===== config.mk =====
export PLATFORM = sky130hd
export DESIGN_NAME = sd_cmd_phy
export DESIGN_NICKNAME = d
export VERILOG_FILES = /design/src/hdl/sd_cmd_pkg.sv /design/src/hdl/sd_crc7.sv /design/src/hdl/sd_cmd_tx.sv /design/src/hdl/sd_rsp_rx.sv /design/src/hdl/sd_cmd_phy.sv
export SDC_FILE = /design/constraint.sdc
export NUM_CORES = 1
export LEC_CHECK = 0
export ABC_AREA = 1
export BUFFER_PORTS_ARGS = -buffer_cell sky130_fd_sc_hd__buf_2
export CORE_ASPECT_RATIO = 0.5
export CORE_MARGIN = 2
export CORE_UTILIZATION = 58
export CTS_BUF_LIST = sky130_fd_sc_hd__clkbuf_4
export DETAILED_ROUTE_END_ITERATION = 10
export GPL_TIMING_DRIVEN = 0
export PLACE_DENSITY = 0.86
export SETUP_SLACK_MARGIN = 0.3
export SYNTH_ARGS = -nofsm -noshare
export SYNTH_HDL_FRONTEND = slang
export SYNTH_HIERARCHICAL = 1
export SYNTH_SLANG_ARGS = --single-unit

===== constraint.sdc =====
create_clock -name i_sd_clk -period 2.87 [get_ports i_sd_clk]
set_input_delay 0.1435 -clock i_sd_clk [delete_from_list [all_inputs] [get_ports i_sd_clk]]
set_output_delay 0.1435 -clock i_sd_clk [all_outputs]
set_load 0.05 [all_outputs]

===== src/hdl/sd_cmd_pkg.sv =====
// ========================================
// SD command path shared definitions
// Frame lengths, request struct and the
// state encodings of both stages
// ========================================

package sd_cmd_pkg;

  // Command length ahead of the CRC
  localparam int CMD_BITS       = 40;
  localparam int CRC_BITS       = 7;

  // Response payload lengths, start bit included
  localparam int RSP_SHORT_BITS = 40;
  localparam int RSP_LONG_BITS  = 136;

  // Request as captured by the top level
  typedef struct packed {
    logic [CMD_BITS-1:0] cmd;
    logic                rsp_long;
  } sd_cmd_req_t;

  // Command transmit stage
  typedef enum logic [2:0] {
    TX_IDLE,
    TX_CMD,
    TX_CRC,
    TX_END,
    TX_DONE
  } tx_state_t;

  // Response receive stage
  typedef enum logic [2:0] {
    RX_IDLE,
    RX_WAIT_START,
    RX_PAYLOAD,
    RX_CRC,
    RX_CHECK,
    RX_FINISHED
  } rx_state_t;

endpackage


===== src/hdl/sd_crc7.sv =====
// ========================================
// Serial CRC7 generator
// One bit per enabled clock, x^7 + x^3 + 1
// ========================================

`timescale 1ns/100ps

module sd_crc7 (
  input  logic                          i_sd_clk,
  input  logic                          rst,
  input  logic                          i_clear,
  input  logic                          i_en,
  input  logic                          i_bit,
  output logic [sd_cmd_pkg::CRC_BITS-1:0] o_crc
);

  logic fb;

  // Incoming bit against the top of the register
  assign fb = i_bit ^ o_crc[6];

  always_ff @(posedge i_sd_clk) begin
    if (rst) begin
      o_crc <= '0;
    end else if (i_clear) begin
      o_crc <= '0;
    end else if (i_en) begin
      // Feedback lands in bit 0 and bit 3
      o_crc <= {o_crc[5:3], o_crc[2] ^ fb, o_crc[1:0], fb};
    end
  end

endmodule


===== src/hdl/sd_cmd_tx.sv =====
// ========================================
// SD command transmit stage
// Serializes the command, its CRC7 and
// the end bit onto the command line
// ========================================

`timescale 1ns/100ps

module sd_cmd_tx (
  input  logic                    i_sd_clk,
  input  logic                    rst,
  input  logic                    i_abort,
  input  logic                    i_start,
  input  sd_cmd_pkg::sd_cmd_req_t i_req,
  output logic                    o_sd_cmd,
  output logic                    o_busy,
  output logic                    o_done
);

  import sd_cmd_pkg::*;

  localparam int CNT_W = $clog2(CMD_BITS);

  tx_state_t           state;
  logic [CMD_BITS-1:0] cmd_sr;
  logic [CNT_W-1:0]    bit_cnt;
  logic [CRC_BITS-1:0] crc;
  logic                crc_en;

  // The CRC sees each bit in the cycle it is on the line.
  // In TX_CRC it is fed its own top bit, so it just shifts left
  assign crc_en = (state == TX_CMD) || (state == TX_CRC);

  sd_crc7 u_crc (
    .i_sd_clk (i_sd_clk),
    .rst      (rst),
    .i_clear  (i_start),
    .i_en     (crc_en),
    .i_bit    (o_sd_cmd),
    .o_crc    (crc)
  );

  // Line is idle high outside the command and CRC bits
  always_comb begin
    case (state)
      TX_CMD:  o_sd_cmd = cmd_sr[CMD_BITS-1];
      TX_CRC:  o_sd_cmd = crc[CRC_BITS-1];
      default: o_sd_cmd = 1'b1;
    endcase
  end

  assign o_busy = (state != TX_IDLE);
  assign o_done = (state == TX_DONE);

  always_ff @(posedge i_sd_clk) begin
    if (rst) begin
      state   <= TX_IDLE;
      bit_cnt <= '0;
    end else if (i_abort) begin
      state   <= TX_IDLE;
      bit_cnt <= '0;
    end else begin
      case (state)
        TX_IDLE: begin
          bit_cnt <= '0;
          if (i_start) begin
            state <= TX_CMD;
          end
        end
        TX_CMD: begin
          bit_cnt <= bit_cnt + 1'b1;
          if (bit_cnt == CNT_W'(CMD_BITS - 1)) begin
            bit_cnt <= '0;
            state   <= TX_CRC;
          end
        end
        TX_CRC: begin
          bit_cnt <= bit_cnt + 1'b1;
          if (bit_cnt == CNT_W'(CRC_BITS - 1)) begin
            state <= TX_END;
          end
        end
        // End bit on the line
        TX_END:  state <= TX_DONE;
        TX_DONE: state <= TX_IDLE;
        default: state <= TX_IDLE;
      endcase
    end
  end

  // Command shifter, MSB first
  always_ff @(posedge i_sd_clk) begin
    if (state == TX_IDLE && i_start) begin
      cmd_sr <= i_req.cmd;
    end else if (state == TX_CMD) begin
      cmd_sr <= {cmd_sr[CMD_BITS-2:0], 1'b0};
    end
  end

endmodule


===== src/hdl/sd_rsp_rx.sv =====
// ========================================
// SD response receive stage
// Waits for the start bit, shifts in a
// short or long response, checks CRC7
// ========================================

`timescale 1ns/100ps

module sd_rsp_rx #(
  parameter int RSP_MAX_BITS = 136
) (
  input  logic                    i_sd_clk,
  input  logic                    rst,
  input  logic                    i_abort,
  input  logic                    i_start,
  input  logic                    i_rsp_long,
  input  logic                    i_sd_cmd,
  output logic [RSP_MAX_BITS-1:0] o_rsp,
  output logic                    o_crc_err,
  output logic                    o_done
);

  import sd_cmd_pkg::*;

  localparam int CNT_W = $clog2(RSP_LONG_BITS);

  rx_state_t           state;
  logic [CNT_W-1:0]    bit_cnt;
  logic [CNT_W-1:0]    last_bit;
  logic [CRC_BITS-1:0] crc_calc;
  logic [CRC_BITS-1:0] crc_rcv;
  logic                capture;

  assign last_bit = i_rsp_long ? CNT_W'(RSP_LONG_BITS - 1) :
                                 CNT_W'(RSP_SHORT_BITS - 1);

  // Start bit and payload both go into the response and the CRC
  assign capture = (state == RX_WAIT_START && !i_sd_cmd) ||
                   (state == RX_PAYLOAD);

  sd_crc7 u_crc (
    .i_sd_clk (i_sd_clk),
    .rst      (rst),
    .i_clear  (i_start),
    .i_en     (capture),
    .i_bit    (i_sd_cmd),
    .o_crc    (crc_calc)
  );

  always_ff @(posedge i_sd_clk) begin
    if (rst) begin
      state     <= RX_IDLE;
      bit_cnt   <= '0;
      o_rsp     <= '0;
      o_crc_err <= 1'b0;
      o_done    <= 1'b0;
    end else if (i_abort) begin
      state     <= RX_IDLE;
      bit_cnt   <= '0;
      o_crc_err <= 1'b0;
      o_done    <= 1'b0;
    end else begin
      // Oldest bit ends up at the top, short frames right-aligned
      if (capture) begin
        o_rsp <= {o_rsp[RSP_MAX_BITS-2:0], i_sd_cmd};
      end
      case (state)
        RX_IDLE: begin
          if (i_start) begin
            o_rsp <= '0;
            state <= RX_WAIT_START;
          end
        end
        RX_WAIT_START: begin
          // No timeout, the card sets the pace
          if (!i_sd_cmd) begin
            bit_cnt <= CNT_W'(1);
            state   <= RX_PAYLOAD;
          end
        end
        RX_PAYLOAD: begin
          bit_cnt <= bit_cnt + 1'b1;
          if (bit_cnt == last_bit) begin
            bit_cnt <= '0;
            state   <= RX_CRC;
          end
        end
        RX_CRC: begin
          bit_cnt <= bit_cnt + 1'b1;
          if (bit_cnt == CNT_W'(CRC_BITS - 1)) begin
            state <= RX_CHECK;
          end
        end
        // End bit is on the line here and is ignored
        RX_CHECK: begin
          o_crc_err <= (crc_rcv != crc_calc);
          o_done    <= 1'b1;
          state     <= RX_FINISHED;
        end
        RX_FINISHED: state <= RX_FINISHED;
        default:     state <= RX_IDLE;
      endcase
    end
  end

  // CRC bits sent by the card
  always_ff @(posedge i_sd_clk) begin
    if (state == RX_CRC) begin
      crc_rcv <= {crc_rcv[CRC_BITS-2:0], i_sd_cmd};
    end
  end

endmodule


===== src/hdl/sd_cmd_phy.sv =====
// ========================================
// SD host command path phy
// Captures a request, sends the command,
// receives the response, drives direction
// ========================================

`timescale 1ns/100ps

module sd_cmd_phy #(
  parameter int RSP_MAX_BITS = 136
) (
  input  logic                            i_sd_clk,
  input  logic                            rst,
  input  logic                            i_cmd_en,
  input  logic [sd_cmd_pkg::CMD_BITS-1:0] i_cmd,
  input  logic                            i_rsp_long,
  output logic [RSP_MAX_BITS-1:0]         o_rsp,
  output logic                            o_crc_err,
  output logic                            o_rsp_done,
  input  logic                            i_sd_cmd,
  output logic                            o_sd_cmd,
  output logic                            o_sd_cmd_dir
);

  import sd_cmd_pkg::*;

  sd_cmd_req_t req_q;
  logic        active;
  logic        start_q;
  logic        accept;
  logic        abort;
  logic        tx_busy;
  logic        tx_done;
  logic        dir_q;

  // Enable low takes every stage back to idle
  assign abort  = !i_cmd_en;
  assign accept = i_cmd_en && !active && !tx_busy;

  always_ff @(posedge i_sd_clk) begin
    if (rst) begin
      active  <= 1'b0;
      start_q <= 1'b0;
      dir_q   <= 1'b1;
    end else begin
      start_q <= 1'b0;
      if (abort) begin
        active <= 1'b0;
        dir_q  <= 1'b1;
      end else begin
        if (accept) begin
          active  <= 1'b1;
          start_q <= 1'b1;
        end
        // Hand the line to the card after the turnaround cycle
        if (tx_done) begin
          dir_q <= 1'b0;
        end
      end
    end
  end

  // Request held for the whole transaction
  always_ff @(posedge i_sd_clk) begin
    if (accept) begin
      req_q.cmd      <= i_cmd;
      req_q.rsp_long <= i_rsp_long;
    end
  end

  // Host drives the line again once the response is complete
  assign o_sd_cmd_dir = dir_q | o_rsp_done;

  sd_cmd_tx u_tx (
    .i_sd_clk (i_sd_clk),
    .rst      (rst),
    .i_abort  (abort),
    .i_start  (start_q),
    .i_req    (req_q),
    .o_sd_cmd (o_sd_cmd),
    .o_busy   (tx_busy),
    .o_done   (tx_done)
  );

  sd_rsp_rx #(
    .RSP_MAX_BITS (RSP_MAX_BITS)
  ) u_rx (
    .i_sd_clk   (i_sd_clk),
    .rst        (rst),
    .i_abort    (abort),
    .i_start    (tx_done),
    .i_rsp_long (req_q.rsp_long),
    .i_sd_cmd   (i_sd_cmd),
    .o_rsp      (o_rsp),
    .o_crc_err  (o_crc_err),
    .o_done     (o_rsp_done)
  );

endmodule


==> results.md, run 1 <==
CTS:
- Post-CTS timing repair inserted 0 buffers for setup.
- The worst-skew pair later-pin latency is around 650 ps.
- In this run, post-CTS hold repair placed 45 buffers.
- The root buffer cell chosen for the clock tree is sky130_fd_sc_hd__clkbuf_4.
- After clock tree synthesis, the repair step resized 0 gates.
- Clock tree synthesis inserted a total of 55 buffers.
- Clock-pin slew was measured on the worst setup and hold paths at approximately 90 ps.
- The CTS sink count is 263.
- The level count of the clock H-tree is 2.
- The clock passes through at most 3 buffers.
- The CTS tree is done.

Place:
- After legalization and detailed placement, the total HPWL measured roughly 16000 um.
- In this run the tool buffered the top-level ports with 184 buffer cells.
- Once placement finished, the instance area stood at roughly 12000 sq um.
- Including well taps, the total number of placed cells is ~1500.
- At the end of routability-driven placement, the weighted congestion stood at around 0.87.

GRT:
- The via count of the first global-routing pass is around 8300.
- The first-pass GRT wire length is a little over 40000 um.
- Entering global routing, the biggest net connects between 40 and 50 pins.
- The total overflow reported by the global router is 0.
- In the global route stage, overall resource usage came out at 0.255.
- The initial antenna violation count is 0.

Power:
- IR analysis of the VDD net gives a maximum drop of around 470 uV.
- The completed layout was analyzed and its total power is between 7 and 8 mW.
- Dividing total power by cell area gives a power density of between 500 and 600 nW/um^2.
- In this run the static leakage power is 5.82 nW.

Routing:
- The number of vias per cell after detailed routing is between 5 and 6.
- The initial detailed-routing violation count is 466.
- The detailed-route via count is between 8000 and 9000.
- The final antenna-violating net count is 0.
- The DRC violation count after routing is 0.
- The first detailed-routing pass ran for 5 iterations.
- The routed wire length is roughly 25000 um.
- The wire length per cell after detailed routing is 15.3 um.

Layout:
- The post-route standard cell area excluding fillers is approximately 13000 sq um.
- For this run, the share of the core covered by cells in the final layout is 0.731.
- The layout has 1274 filler cells.
- Leaving out fill and tap cells, the most frequent cell in the layout is sky130_fd_sc_hd__buf_2.
- In the final layout, flip-flops and latches occupy ~6100 sq um.
- From synthesis to final layout, the design area changed by 22.6%.
- The final cell count without fillers is roughly 1600.
- The total number of nets in the final design is between 1000 and 1500.
- In the final layout, the share of cells above drive strength 1 is 0.283.
- In the layout the commonest cells are sky130_fd_sc_hd__buf_2 (218), sky130_fd_sc_hd__nor2_1 (183), sky130_fd_sc_hd__dfxtp_1 (175).
- The footprint of the multi-input gates is about 3700 sq um.

Outcome:
- The run finished with clean final reports.

Die:
- The floorplan has 34 rows.
- Measured along the y axis, the die boundary spans 98.8 um.
- The core area is between 15000 and 20000 sq um.
- The initial utilization of the core area, before any placement, comes to 0.596.
- The area of the die is 19100 sq um.
- The total I/O pin count is roughly 190.
- The die is roughly 190 um wide.

Critical path:
- For the worst setup path, the data required time is ~3400 ps.
- For the worst setup path, the data arrival time is 2680 ps.
- STA classifies the critical path startpoint as a flip-flop.
- The setup path with the least slack is of type reg -> reg.
- The maximum net fanout on the critical path is 10.
- STA classifies the critical path endpoint as a flip-flop.

Timing:
- The number of hold-slack violations in the final timing report is 0.
- Setup repair after global routing left no endpoint under its margin.
- The clock period minus worst slack is 2160 ps.
- On the final layout, the worst clock skew is 27.9 ps.
- The total negative slack for setup checks is 0 ps.
- The worst slew margin relative to its limit is 0.374.
- The final critical-path share of the clock period is 0.752.
- Setup violations remaining at the end of the flow were counted as 0.
- The count of final max-slew check failures is 0.
- For the pin with the worst max-slew slack, the measured transition is 936 ps.
- The highest attainable clock frequency is between 400 and 500 MHz.

Synthesis:
- The synthesized instance count is ~1100.
- The sequential share of the synthesized area is 0.589.
- When the netlist entered floorplanning its net count stood at 1100.
- The post-synthesis cell area is between 10000 and 15000 sq um.
- The mean post-synth cell area is 9.92 sq um.
- The count of yosys warnings during synthesis is 6.
- Counting flops and latches in the post-synthesis netlist gives approximately 260.
- The count of unique library cells instantiated by Yosys is 38.

Min path:
- The min-delay analysis places its worst path in the category in -> reg.

Flow run:
- The number of violations of the max-capacitance limit is 0.
[power by group]
group	total (mW)	switching (mW)	internal (mW)	leakage [nW]
registers	4.00	0.0300	3.97	2.24
clock network	2.74	1.43	1.31	0.421
logic	0.360	0.215	0.145	3.16
[final cells by class]
type                       instances  area share
antenna                            1    0.000196
tap                              234      0.0229
buffer                            67      0.0326
sequential                       263       0.481
timing repair buffer             229       0.107
clock buffer                      82      0.0482
clock inverter                    16     0.00538
multi-input combinational        664       0.286
inverter                          57      0.0167
[flip-flops by register name, summed over array words and instances (netlist names), 3 cells and up]
signal	count
req_q	41
u_rx/bit_cnt	8
u_rx/crc_rcv	7
u_rx/o_rsp	136
u_rx/state	3
u_rx/u_crc/o_crc	7
u_tx/bit_cnt	6
u_tx/cmd_sr	40
u_tx/state	3
u_tx/u_crc/o_crc	7
[final timing paths]
check                                   startpoint                          endpoint  slack [ps]  cells past startpoint
hold reg to reg   u_tx/u_crc/o_crc[4]$_SDFFE_PP0P_  u_tx/u_crc/o_crc[5]$_SDFFE_PP0P_         450                      2
hold / removal                           i_cmd[10]               req_q[11]$_DFFE_PP_         210                      2
setup reg to reg        u_tx/state[2]$_SDFFE_PP0P_       u_rx/o_rsp[75]$_SDFFE_PP0N_         710                      8
setup / recovery        u_tx/state[2]$_SDFFE_PP0P_       u_rx/o_rsp[75]$_SDFFE_PP0N_         710                      8
[worst max-delay path, cell delays in order, from the launching register on]
cell and delay [ps]:
sky130_fd_sc_hd__dfxtp_1 420, sky130_fd_sc_hd__inv_1 100, sky130_fd_sc_hd__nor3_1 530, sky130_fd_sc_hd__nand2_1 110, sky130_fd_sc_hd__o21bai_1 150, sky130_fd_sc_hd__buf_2 280, sky130_fd_sc_hd__buf_6 190, sky130_fd_sc_hd__buf_6 170
sky130_fd_sc_hd__nor3_2 60
[layer usage]
metal | routed length [um] | track usage | share of wire | vias to the layer above
met4 | 440 | 0.0752 | 0.018 | 0
met3 | 1380 | 0.0609 | 0.056 | 39
met1 | 10700 | 0.319 | 0.43 | 4047
met5 | 0 | 0 | 0 | -
li1 | - | - | - | 4187
met2 | 12100 | 0.443 | 0.49 | 238
[synth_stat cells]
cell type,number,area share
sky130_fd_sc_hd__o21ai_1,1,0.00048
sky130_fd_sc_hd__nor2_1,183,0.066
sky130_fd_sc_hd__or2_2,1,0.00060
sky130_fd_sc_hd__nor3_1,90,0.043
sky130_fd_sc_hd__xnor2_1,9,0.0076
sky130_fd_sc_hd__nand2_1,67,0.024
sky130_fd_sc_hd__xor2_1,2,0.0017
sky130_fd_sc_hd__mux2_1,38,0.041
sky130_fd_sc_hd__o22ai_1,1,0.00060
sky130_fd_sc_hd__buf_4,4,0.0029
sky130_fd_sc_hd__nor2_2,1,0.00060
sky130_fd_sc_hd__o211ai_1,1,0.00072
sky130_fd_sc_hd__buf_1,3,0.0011
sky130_fd_sc_hd__nand3_4,1,0.0017
sky130_fd_sc_hd__o21ai_0,9,0.0043
sky130_fd_sc_hd__inv_1,54,0.019
sky130_fd_sc_hd__nand4_1,5,0.0030
sky130_fd_sc_hd__ha_1,4,0.0048
sky130_fd_sc_hd__nor3_2,50,0.048
sky130_fd_sc_hd__edfxtp_1,88,0.25
sky130_fd_sc_hd__buf_6,14,0.015
sky130_fd_sc_hd__o21bai_1,2,0.0014
sky130_fd_sc_hd__a31oi_1,1,0.00060
sky130_fd_sc_hd__nand3_1,29,0.014
sky130_fd_sc_hd__buf_2,34,0.016
sky130_fd_sc_hd__clkbuf_2,2,0.00096
sky130_fd_sc_hd__dfxtp_1,175,0.34
sky130_fd_sc_hd__inv_2,3,0.0011
sky130_fd_sc_hd__clkbuf_1,10,0.0036
sky130_fd_sc_hd__mux2_2,1,0.0011
sky130_fd_sc_hd__nand3b_1,1,0.00072
sky130_fd_sc_hd__a21oi_1,152,0.073
sky130_fd_sc_hd__nor4_1,1,0.00060
sky130_fd_sc_hd__nand3_2,2,0.0019
sky130_fd_sc_hd__nor2_4,1,0.0011
sky130_fd_sc_hd__and2_1,1,0.00060
sky130_fd_sc_hd__or2_1,2,0.0012
sky130_fd_sc_hd__a211oi_1,8,0.0058
[stage by stage]
stage | hold WS (ps) | setup slack (ps)
2_1_floorplan | 216 | 827
3_3_place_gp | 321 | 392
3_5_place_dp | 322 | 775
4_1_cts | 145 | 706
5_1_grt | 135 | 519
6_report | 215 | 712
[kinds of logic after synthesis]
kind of cell	after synthesis	synth area share
and+or+nand+nor	435	0.207
muxes	39	0.0421
DFF	263	0.589
buffers and inverters	124	0.0605
AOI/OAI and AO/OA	175	0.0869
xor gates and xnor gates	11	0.00924
adders and majority gates	4	0.00480
(Power assumes the default switching activity.)
==> run 2: changes to the inputs <==
--- a/config.mk
+++ b/config.mk
@@ -9,11 +9,11 @@
 export BUFFER_PORTS_ARGS = -buffer_cell sky130_fd_sc_hd__buf_2
 export CORE_ASPECT_RATIO = 0.5
 export CORE_MARGIN = 2
-export CORE_UTILIZATION = 58
+export CORE_UTILIZATION = 52
 export CTS_BUF_LIST = sky130_fd_sc_hd__clkbuf_4
 export DETAILED_ROUTE_END_ITERATION = 10
 export GPL_TIMING_DRIVEN = 0
-export PLACE_DENSITY = 0.86
+export PLACE_DENSITY = 0.82
 export SETUP_SLACK_MARGIN = 0.3
 export SYNTH_ARGS = -nofsm -noshare
 export SYNTH_HDL_FRONTEND = slang
==> constraint.sdc (replaced) <==
create_clock -name i_sd_clk -period 1.75 [get_ports i_sd_clk]
set_input_delay 0.0875 -clock i_sd_clk [delete_from_list [all_inputs] [get_ports i_sd_clk]]
set_output_delay 0.0875 -clock i_sd_clk [all_outputs]
set_load 0.05 [all_outputs]
==> run 2 against run 1 <==
Compared with the run above: the run now ends with setup timing left; final cell count is 9.5% higher; critical path depth stayed put; setup slack worse by 780 ps; worst hold slack worse by 74 ps; critical path type unchanged; critical endpoint is now u_rx/o_rsp[23]$_SDFFE_PP0N_; largest power group unchanged; highest routed layer unchanged.
==> results.md, run 2 (same netlist as run 1, synthesis figures left out) <==
CTS:
- The CTS tree is done.
- The worst-skew pair later-pin latency is ~710 ps.
- After clock tree synthesis, the clock-pin slew on the worst setup and hold paths is ~90 ps.
- The tree built by TritonCTS fans out to ~260 sinks.
- The clock passes through at most 3 buffers.
- CTS built an H-tree with a depth of 2.
- The cell sitting at the root of the clock tree is a sky130_fd_sc_hd__clkbuf_4.
- The total CTS buffers is 57.

Timing:
- Based on the critical path, the design can be clocked at up to roughly 550 MHz.
- The final setup violation count is 6.
- At the pin with the least slew margin, the transition time is about 700 ps.
- Setup repair after global routing could not meet its margin everywhere.
- For the final database, setup skew stands at just under 100 ps.
- Headroom to the max-slew limit came out at 0.533.
- Dividing the final minimum period by the clock period gives 1.04.
- For the finished layout, the period the worst path requires is roughly 1800 ps.
- The count of final max-slew check failures is 0.
- The number of hold-slack violations in the final timing report came to 0.
- Setup slack on the critical path of the routed design comes to -67.2 ps.

Min path:
- In this run the most critical hold path is launched from i_cmd[36].
- The worst hold path terminates at req_q[37]$_DFFE_PP_.
- The min-delay analysis places its worst path in the category in -> reg.
- The worst hold path cell count is 2.

Die:
- Measured along the x axis, the die boundary spans 204 um.
- The vertical die dimension is 104 um.
- The initial utilization of the core area, before any placement, comes to 0.533.
- The area of the die is approximately 21000 sq um.
- The core area is between 15000 and 20000 sq um.
- 185 I/O pins were placed.
- The floorplan has 36 rows.

Layout:
- The final standard cell utilization of the core is 0.823.
- The finished cells cover ~16000 sq um.
- The top register by number of flip-flops is u_rx/o_rsp.
- The area added between synthesis and finish is 54.3%.
- The most frequent standard cell in the layout excluding fill and tap cells is sky130_fd_sc_hd__buf_2.
- Leaving out fill and tap cells, the most frequent cells in the layout are sky130_fd_sc_hd__buf_2 (180), sky130_fd_sc_hd__dfxtp_1 (164), sky130_fd_sc_hd__a21oi_1 (125).
- The register with the most flip-flops in the layout has approximately 140 of them.
- The total number of nets in the final design is ~1500.
- The largest registers in the layout are u_rx/o_rsp x136, req_q x41, u_tx/cmd_sr x40.
- The antenna diode instance count is 0.
- In the final layout, the share of cells above drive strength 1 is 0.484.

Place:
- Summing all placed instances gives a cell area of about 12000 sq um.
- The routability congestion estimate is 0.878.
- The half-perimeter wire length after detailed placement is 16200 um.
- In this run the tool buffered the top-level ports with ~180 buffer cells.

Critical path:
- At the worst endpoint, the required time is around 2300 ps.
- In this run the register-to-register setup slack is -70 ps.
- Counting cells, the worst reg-to-reg path comes to 8.
- The critical path launch point is u_rx/state[0]$_SDFFE_PP0P_.
- The maximum net fanout on the critical path is 8.
- The beginning of the worst register-to-register path is u_rx/state[0]$_SDFFE_PP0P_.
- The critical path launch point type is a flip-flop.
- The setup path with the least slack is of type reg -> reg.
- STA classifies the critical path endpoint as a flip-flop.
- The data arrival time of the worst path is ~2300 ps.
- In this run the critical register-to-register path is captured at u_rx/o_rsp[23]$_SDFFE_PP0N_.

Outcome:
- The run finished, with violations left.
- The final reports fail on setup timing.

Routing:
- In the routed layout, each cell is associated on average with a via count of ~5.6.
- The detailed router finished its first iteration with around 820 violations.
- The pre-antenna-repair detailed-routing pass consisted of 5 iterations.
- After detailed routing, the number of remaining DRC violations is 0.
- The wire length per cell after detailed routing is between 20 and 25 um.
- The detailed-route via count is 9929.
- Summed over all layers, the routed wires come to 35400 um.
- The final antenna-violating net count is 0.

GRT:
- The first global-routing pass estimated roughly 47000 um of wire.
- The via count of the first global-routing pass was a little over 9000.
- Across every metal layer, demand over resource in global routing totals 0.277.
- After global routing the overflow that remains totals 0.
- The largest net degree at the start of global routing is 21.
- The initial antenna violation count was 0.

Flow run:
- The tool flagged a number of max-cap violations equal to 0.

Power:
- The power density of the placed cells is ~790 nW/um^2.
- The maximum resistive drop on vdd is about 620 uV.
- The leakage power summed over all cells is 6.95 nW.
[run 2: power breakdown]
group | switching [mW] | internal, mW | total [mW]
Sequential | 0.0529 | 6.49 | 6.54
Combinational | 0.514 | 0.481 | 0.995
Clock | 2.51 | 2.61 | 5.12
Total | 3.08 | 9.58 | 12.7
[run 2: critical path: stages (launching register included)]
cell                      delay, ps
sky130_fd_sc_hd__dfxtp_4        390
sky130_fd_sc_hd__nor2_4         190
sky130_fd_sc_hd__nand2_8        110
sky130_fd_sc_hd__nand2_8         90
sky130_fd_sc_hd__buf_6          110
sky130_fd_sc_hd__nand3_4        230
sky130_fd_sc_hd__buf_6          240
sky130_fd_sc_hd__nor2_1         170
sky130_fd_sc_hd__nor3_1         110
[run 2: layer usage]
metal	vias up	GRT usage	wire (um)
met5	-	0	0
met4	0	0.107	1720
met3	145	0.0630	2310
met2	514	0.479	17900
met1	4806	0.336	13500
li1	4464	-	-
[run 2: worst max path at each step]
stage	end	slack (ps)
floorplan	req_q[0]$_DFFE_PP_	160
global placement	u_rx/o_rsp[58]$_SDFFE_PP0N_	-320
detailed placement	u_rx/o_rsp[44]$_SDFFE_PP0N_	-320
CTS	o_sd_cmd	20
global route	u_rx/o_rsp[115]$_SDFFE_PP0N_	-120
finish	u_rx/o_rsp[23]$_SDFFE_PP0N_	-70
[run 2: layout make-up]
class	count	area, sq um
Buffer	67	806
Clock buffer	96	721
Clock inverter	10	65.1
Fill cell	1061	3450
Inverter	57	243
Multi-Input combinational cell	669	4870
Sequential cell	263	6170
Tap cell	266	333
Timing Repair Buffer	336	2860
Timing Repair inverter	3	22.5
[run 2: per-stage QoR]
step                      total power [mW]  setup WS, ps  TNS [ps]  hold slack, ps  instances
after floorplan                       7.02           157         0             160       1051
after global placement                7.17          -324    -42290             264       1501
after detailed placement              7.19          -317    -42930             266       1501
after CTS                             12.4          21.6         0             111       1731
after global routing                  13.1          -118     -1470            75.0       1767
final                                 12.7         -67.2      -157             141       1767
[run 2: timing repair]
item | 4_1_cts | 5_1_grt
resized for setup | 294 | 228
setup buffers | 49 | 20
hold buffers | 45 | 0
pin swaps | 37 | 37
hold endpoints to repair | 73 | 0
cloned | 30 | 16
endpoints found under the setup margin | 306 | 373
